--- src/soc_ctrl_macros.svh ---
// SoC control block parameters
`ifndef SOC_CTRL_MACROS_SVH
`define SOC_CTRL_MACROS_SVH

// pad table geometry
`define SOC_CTRL_N_IO         32
`define SOC_CTRL_NBIT_PADCFG  6
`define SOC_CTRL_NBIT_PADMUX  2
`define SOC_CTRL_IO_IDX_W     5

// bus geometry
`define SOC_CTRL_ADDR_W       12
`define SOC_CTRL_DATA_W       32

// pad window sits at 0x400..0x7FC, picked out by addr[11:10]
`define SOC_CTRL_PAD_WIN      2'b01

`define SOC_CTRL_JTAG_W       8

// reset values
`define SOC_CTRL_BOOTADDR_RST 32'h1A00_0080
`define SOC_CTRL_CLUCTRL_RST  4'b1001  // rstn high, bypass high

// read data for accesses that find nothing
`define SOC_CTRL_ERR_DATA     32'hDEAD_BEEF
`define SOC_CTRL_PAD_OOR_DATA 32'h0095_BEEF

`endif

--- src/soc_ctrl_pkg.sv ---
// SoC control types
package soc_ctrl_pkg;

  // transfer sequencing of the APB controller
  typedef enum logic [1:0] {
    IDLE    = 2'd0,
    ACCESS  = 2'd1,
    RESPOND = 2'd2
  } apb_state_e;

  // register offsets, the pad window is decoded separately
  typedef enum logic [11:0] {
    INFO               = 12'h000,
    FCBOOT             = 12'h004,
    FCFETCH            = 12'h008,
    WCFGFUN            = 12'h060,
    RCFGFUN            = 12'h064,
    CLUSTER_CTRL       = 12'h070,
    JTAGREG            = 12'h074,
    CLUSTER_IRQ        = 12'h07C,
    CLUSTER_BOOT_ADDR0 = 12'h080,
    CLUSTER_BOOT_ADDR1 = 12'h084,
    CORESTATUS         = 12'h0A0,
    CS_RO              = 12'h0C0,
    BOOTSEL            = 12'h0C4,
    CLKSEL             = 12'h0C8
  } soc_reg_e;

endpackage

--- src/soc_reg_if.sv ---
// Register block access port
`include "soc_ctrl_macros.svh"

interface soc_reg_if;

  logic                          strobe;  // one cycle per access
  logic                          write;
  logic [`SOC_CTRL_ADDR_W-1:0]   addr;
  logic [`SOC_CTRL_DATA_W-1:0]   wdata;
  logic                          hit;     // block claims addr for this direction
  logic [`SOC_CTRL_DATA_W-1:0]   rdata;

  modport initiator (
    output strobe, write, addr, wdata,
    input  hit, rdata
  );

  modport target (
    input  strobe, write, addr, wdata,
    output hit, rdata
  );

endinterface

--- src/apb_ctrl_fsm.sv ---
// APB transfer controller
`include "soc_ctrl_macros.svh"

module apb_ctrl_fsm (
  input  logic                        HCLK,
  input  logic                        HRESETn,
  input  logic [`SOC_CTRL_ADDR_W-1:0] paddr_i,
  input  logic [`SOC_CTRL_DATA_W-1:0] pwdata_i,
  input  logic                        pwrite_i,
  input  logic                        psel_i,
  input  logic                        penable_i,
  output logic [`SOC_CTRL_DATA_W-1:0] prdata_o,
  output logic                        pready_o,
  output logic                        pslverr_o,
  soc_reg_if.initiator                regs_bus,
  soc_reg_if.initiator                pad_bus
);
  import soc_ctrl_pkg::*;

  apb_state_e                  state;
  logic                        any_hit;
  logic [`SOC_CTRL_DATA_W-1:0] rsp_data;

  // both blocks see the same access, each decides on its own
  assign regs_bus.strobe = (state == ACCESS);
  assign regs_bus.write  = pwrite_i;
  assign regs_bus.addr   = paddr_i;
  assign regs_bus.wdata  = pwdata_i;

  assign pad_bus.strobe  = (state == ACCESS);
  assign pad_bus.write   = pwrite_i;
  assign pad_bus.addr    = paddr_i;
  assign pad_bus.wdata   = pwdata_i;

  assign any_hit = regs_bus.hit | pad_bus.hit;

  always_comb begin
    if (pwrite_i) begin
      rsp_data = '0;  // writes return nothing
    end else if (regs_bus.hit) begin
      rsp_data = regs_bus.rdata;
    end else if (pad_bus.hit) begin
      rsp_data = pad_bus.rdata;
    end else begin
      rsp_data = `SOC_CTRL_ERR_DATA;
    end
  end

  always_ff @(posedge HCLK, negedge HRESETn) begin
    if (!HRESETn) begin
      state     <= IDLE;
      prdata_o  <= '0;
      pready_o  <= 1'b0;
      pslverr_o <= 1'b0;
    end else begin
      case (state)
        IDLE: begin
          if (psel_i && penable_i)
            state <= ACCESS;
        end
        ACCESS: begin
          // blocks act on this edge, response is captured alongside
          prdata_o  <= rsp_data;
          pslverr_o <= ~any_hit;
          pready_o  <= 1'b1;
          state     <= RESPOND;
        end
        RESPOND: begin
          pready_o  <= 1'b0;
          pslverr_o <= 1'b0;
          state     <= IDLE;
        end
        default: state <= IDLE;
      endcase
    end
  end

endmodule

--- src/flat_wrapper.sv ---
// flat-port wrapper written by rule: the top's interface ports become plain ports
module apb_ctrl_fsm_flat import soc_ctrl_pkg::*;
  (HCLK, HRESETn, paddr_i, pwdata_i, pwrite_i, psel_i, penable_i, prdata_o, pready_o, pslverr_o, regs_bus_strobe, regs_bus_write, regs_bus_addr, regs_bus_wdata, regs_bus_hit, regs_bus_rdata, pad_bus_strobe, pad_bus_write, pad_bus_addr, pad_bus_wdata, pad_bus_hit, pad_bus_rdata);
  soc_reg_if regs_bus_i ();
  soc_reg_if pad_bus_i ();
  input  logic HCLK;
  input  logic HRESETn;
  input  logic [`SOC_CTRL_ADDR_W-1:0] paddr_i;
  input  logic [`SOC_CTRL_DATA_W-1:0] pwdata_i;
  input  logic pwrite_i;
  input  logic psel_i;
  input  logic penable_i;
  output logic [`SOC_CTRL_DATA_W-1:0] prdata_o;
  output logic pready_o;
  output logic pslverr_o;
  output wire logic [$bits(regs_bus_i.strobe)-1:0] regs_bus_strobe;
  output wire logic [$bits(regs_bus_i.write)-1:0] regs_bus_write;
  output wire logic [$bits(regs_bus_i.addr)-1:0] regs_bus_addr;
  output wire logic [$bits(regs_bus_i.wdata)-1:0] regs_bus_wdata;
  input wire logic [$bits(regs_bus_i.hit)-1:0] regs_bus_hit;
  input wire logic [$bits(regs_bus_i.rdata)-1:0] regs_bus_rdata;
  output wire logic [$bits(pad_bus_i.strobe)-1:0] pad_bus_strobe;
  output wire logic [$bits(pad_bus_i.write)-1:0] pad_bus_write;
  output wire logic [$bits(pad_bus_i.addr)-1:0] pad_bus_addr;
  output wire logic [$bits(pad_bus_i.wdata)-1:0] pad_bus_wdata;
  input wire logic [$bits(pad_bus_i.hit)-1:0] pad_bus_hit;
  input wire logic [$bits(pad_bus_i.rdata)-1:0] pad_bus_rdata;
  assign regs_bus_strobe = regs_bus_i.strobe;
  assign regs_bus_write = regs_bus_i.write;
  assign regs_bus_addr = regs_bus_i.addr;
  assign regs_bus_wdata = regs_bus_i.wdata;
  assign regs_bus_i.hit = regs_bus_hit;
  assign regs_bus_i.rdata = regs_bus_rdata;
  assign pad_bus_strobe = pad_bus_i.strobe;
  assign pad_bus_write = pad_bus_i.write;
  assign pad_bus_addr = pad_bus_i.addr;
  assign pad_bus_wdata = pad_bus_i.wdata;
  assign pad_bus_i.hit = pad_bus_hit;
  assign pad_bus_i.rdata = pad_bus_rdata;
  apb_ctrl_fsm u_core (.HCLK(HCLK), .HRESETn(HRESETn), .paddr_i(paddr_i), .pwdata_i(pwdata_i), .pwrite_i(pwrite_i), .psel_i(psel_i), .penable_i(penable_i), .prdata_o(prdata_o), .pready_o(pready_o), .pslverr_o(pslverr_o), .regs_bus(regs_bus_i), .pad_bus(pad_bus_i));
endmodule
--- config.mk ---
export PLATFORM = sky130hd
export DESIGN_NAME = apb_ctrl_fsm_flat
export DESIGN_NICKNAME = d
export VERILOG_FILES = /design/src/soc_ctrl_pkg.sv /design/src/soc_reg_if.sv /design/src/apb_ctrl_fsm.sv /design/src/flat_wrapper.sv
export VERILOG_INCLUDE_DIRS = /design/src
export SDC_FILE = /design/constraint.sdc
export NUM_CORES = 1
export LEC_CHECK = 0
export CAP_MARGIN = 20
export CORE_MARGIN = 10
export CORE_UTILIZATION = 51
export DETAILED_ROUTE_END_ITERATION = 10
export DONT_BUFFER_PORTS = 1
export HOLD_SLACK_MARGIN = 0.08
export PLACE_DENSITY = 0.67
export SLEW_MARGIN = 10
export SYNTH_ARGS = -nofsm -noshare
export SYNTH_HDL_FRONTEND = slang
export SYNTH_SLANG_ARGS = --single-unit
--- constraint.sdc ---
create_clock -name HCLK -period 1.6 [get_ports HCLK]
set_clock_uncertainty 0.1 [all_clocks]
set_input_delay 0.32 -clock HCLK [delete_from_list [all_inputs] [get_ports HCLK]]
set_output_delay 0.32 -clock HCLK [all_outputs]
set_load 0.05 [all_outputs]
==> impl_metrics.env <==
export IMPL_outcome="complete, but fails checks"
export IMPL_violations="negative setup slack"
export IMPL_crit_type="reg -> reg"
export IMPL_slew_violations=0
export IMPL_cp_data_required_time_ns=1.67
export IMPL_grt_pass1_wl_um=10500
export IMPL_relSlewSlack=0.664
export IMPL_die_h_um=93.1
export IMPL_synth_cell_type_count=19
export IMPL_critPathMaxStageDelay_ns=0.39
export IMPL_ys_warn_count=0
export IMPL_syn_avg_cell_area_um2=10.0
export IMPL_cts_root_buf="clkbuf_8"
export IMPL_grt_max_degree=52
export IMPL_grt_overflow_total=0
export IMPL_peakVddDrop_mv=1.30
export IMPL_fin_cells=277
export IMPL_fmax_ghz=0.622
export IMPL_fp_coreArea_mm2=0.00514
export IMPL_cts_tree="yes"
export IMPL_arrival_ns=1.67
export IMPL_seq_area_frac_synth=0.331
export IMPL_cts_buffer_depth=2
export IMPL_placed_area_mm2=0.00215
export IMPL_cts_num_sinks=36
export IMPL_p_seq_frac=0.479
export IMPL_syn_cell_area_mm2=0.00272
export IMPL_worst_pin_slew_ns=0.504
export IMPL_track_usage=0.153
export IMPL_endpoint_kind="flip-flop"
export IMPL_drive_gt1_frac=0.243
export IMPL_syn_to_final_growth_pct=-10.2
export IMPL_hpwl_um=4990
export IMPL_whs_ns=0.0868
export IMPL_gp_congestion=0.761
export IMPL_synth_top_area_cell="dfrtp_1"
export IMPL_core_rowCount=26
export IMPL_drtIter0Drc=56
export IMPL_synthCells=272
export IMPL_sw_frac_of_total=0.519
export IMPL_period_needed_ns=1.61
export IMPL_dr_pass1_iters=4
export IMPL_fin_ws_ns=-0.00862
export IMPL_final_area_mm2=0.00244
export IMPL_internal_power_mw=2.55
export IMPL_cp_cell_sequence="inv_2, ha_4, buf_6, and3b_2, a221o_1"
export IMPL_die_w_um=93.1
export IMPL_clockPowerShare=0.119
export IMPL_hold_violations=0
export IMPL_p_total_mw=5.30
export IMPL_synth_fp_nets=392
export IMPL_drv_cap=0
export IMPL_critPathBufInv=2
export IMPL_finalNetCount=326
export IMPL_combPwrFrac=0.402
export IMPL_synth_top_area_share=0.331
export IMPL_start_kind="flip-flop"
export IMPL_setup_viol=1
export IMPL_cts_made_buffers=5
export IMPL_ios=241
export IMPL_period_share=1.01
export IMPL_cp_max_fo=8
export IMPL_critPathTopFamily="flip-flops"
export IMPL_setup_tns_ns=-0.00862
export IMPL_drt_wl_total_um=6940
export IMPL_route_detailed_drc=0
export IMPL_avgViaCountPerCell=5.73
export IMPL_ant_nets=0
export IMPL_antenna_found_initial=1
export IMPL_die_area_mm2=0.00866
export IMPL_h_tree_depth=2
export IMPL_worstHoldPathType="in -> reg"
export IMPL_clk_pin_slew_ns=0.08
export IMPL_dp_worst_setup_slack_ns=-0.0607
export IMPL_power_leakage_nw=1.05
export IMPL_avgRoutedWirePerCell_um=25.1
export IMPL_slowest_stage="dfrtp_1"
export IMPL_initial_core_util=0.530
export IMPL_vias=1586
export IMPL_place_inst=250
export IMPL_power_switching_mw=2.75
export IMPL_rsz0062_at_grt="true"
export IMPL_final_util=0.475
export IMPL_portBuffers=0
export IMPL_clk_latency_ns=0.29
export IMPL_yosys_top_cells_area="dfrtp_1, buf_4, o32ai_2"
export IMPL_grt_pass1_vias=1752
export IMPL_power_density_mw_per_mm2=2170
export IMPL_ys_ff_latch=36
-- worst register-to-register path: stages, from the launching register on --
cell and delay, ns:
dfrtp_1 0.39, inv_2 0.08, ha_4 0.19, buf_6 0.12
and3b_2 0.26, a221o_1 0.35
-- registers in the layout, indices dropped and copies added (netlist names) --
name and cells:
u_core.state 2, u_core.pslverr_o 1, u_core.prdata_o 32, u_core.pready_o 1
-- logic make-up after synthesis --
family,synth area share
simple gates,0.153
fa+ha+maj,0.0230
mux,0.00827
buf+inv,0.323
compound gates,0.161
flops,0.331
-- area by class of cell --
cell class / instances / area, um^2
Clock inverter: 2 / 12.5
Antenna cell: 1 / 2.50
Fill cell: 486 / 2700
Multi-Input combinational cell: 102 / 956
Timing Repair Buffer: 33 / 309
Tap cell: 70 / 87.6
Inverter: 28 / 105
Sequential cell: 36 / 902
Clock buffer: 5 / 68.8
-- path summary, 6_finish.rpt --
path                       cells past startpoint                              end                   startpoint  slack, ns
max                                            5   u_core.prdata_o[4]$_DFFE_PN0N_  u_core.state[1]$_DFFE_PN0P_     -0.009
min                                            1  u_core.prdata_o[24]$_DFFE_PN0N_            pad_bus_rdata[24]       0.09
max reg2reg                                    5   u_core.prdata_o[4]$_DFFE_PN0N_  u_core.state[1]$_DFFE_PN0P_     -0.009
min reg2reg                                    1      u_core.state[1]$_DFFE_PN0P_  u_core.state[1]$_DFFE_PN0P_       0.48
max in group asynchronous                      2  u_core.prdata_o[31]$_DFFE_PN0N_                      HRESETn       0.83
min in group asynchronous                      2     u_core.pslverr_o$_DFFE_PN0P_                      HRESETn       0.37
-- cells in the final DEF (no fill, tap or decap) --
cell type / n
o32ai_1: 8
nor2b_1: 29
and4bb_1: 1
and2b_1: 3
o32ai_2: 17
a221o_1: 8
a21boi_1: 1
o21ai_0: 1
and3b_2: 1
buf_4: 17
ha_4: 1
buf_12: 2
clkinvlp_4: 1
nand2b_1: 2
inv_1: 27
dfrtp_1: 35
inv_2: 1
clkbuf_8: 5
clkinv_2: 1
mux2_2: 2
buf_6: 1
ha_1: 4
diode_2: 1
dlygate4sd3_1: 13
dfrtp_2: 1
nor3b_1: 24
-- routing by layer --
layer / global-route usage / vias up / share of wire
met5: 0 / - / 0
met4: 0.0540 / 0 / 0.023
met3: 0.0807 / 28 / 0.12
met2: 0.268 / 116 / 0.52
met1: 0.152 / 756 / 0.34
li1: - / 686 / -
-- cell usage after synthesis (all sizes together) --
library cell	instances
a21boi	1
a221o	8
and2b	3
and3b	1
and4bb	1
buf	102
clkbuf	4
dfrtp	36
ha	5
inv	28
mux2	2
nand2b	2
nor2b	29
nor3b	24
o21ai	1
o32ai	25
-- power by group through the flow --
stage          clock (mW)  sequential (mW)  combinational [mW]
2_1_floorplan           0             2.77                1.89
3_3_place_gp            0             2.57                1.88
3_5_place_dp            0             2.56                1.94
4_1_cts             0.653             2.55                2.05
5_1_grt             0.688             2.59                2.31
6_report            0.632             2.54                2.13
-- timing repair --
action,CTS,global route
setup endpoints to repair,6,16
pin swaps,0,9
hold buffers,14,0
endpoints found under the hold margin,42,0
resized for setup,5,6
setup buffers,1,4
(Power assumes the default switching activity.)
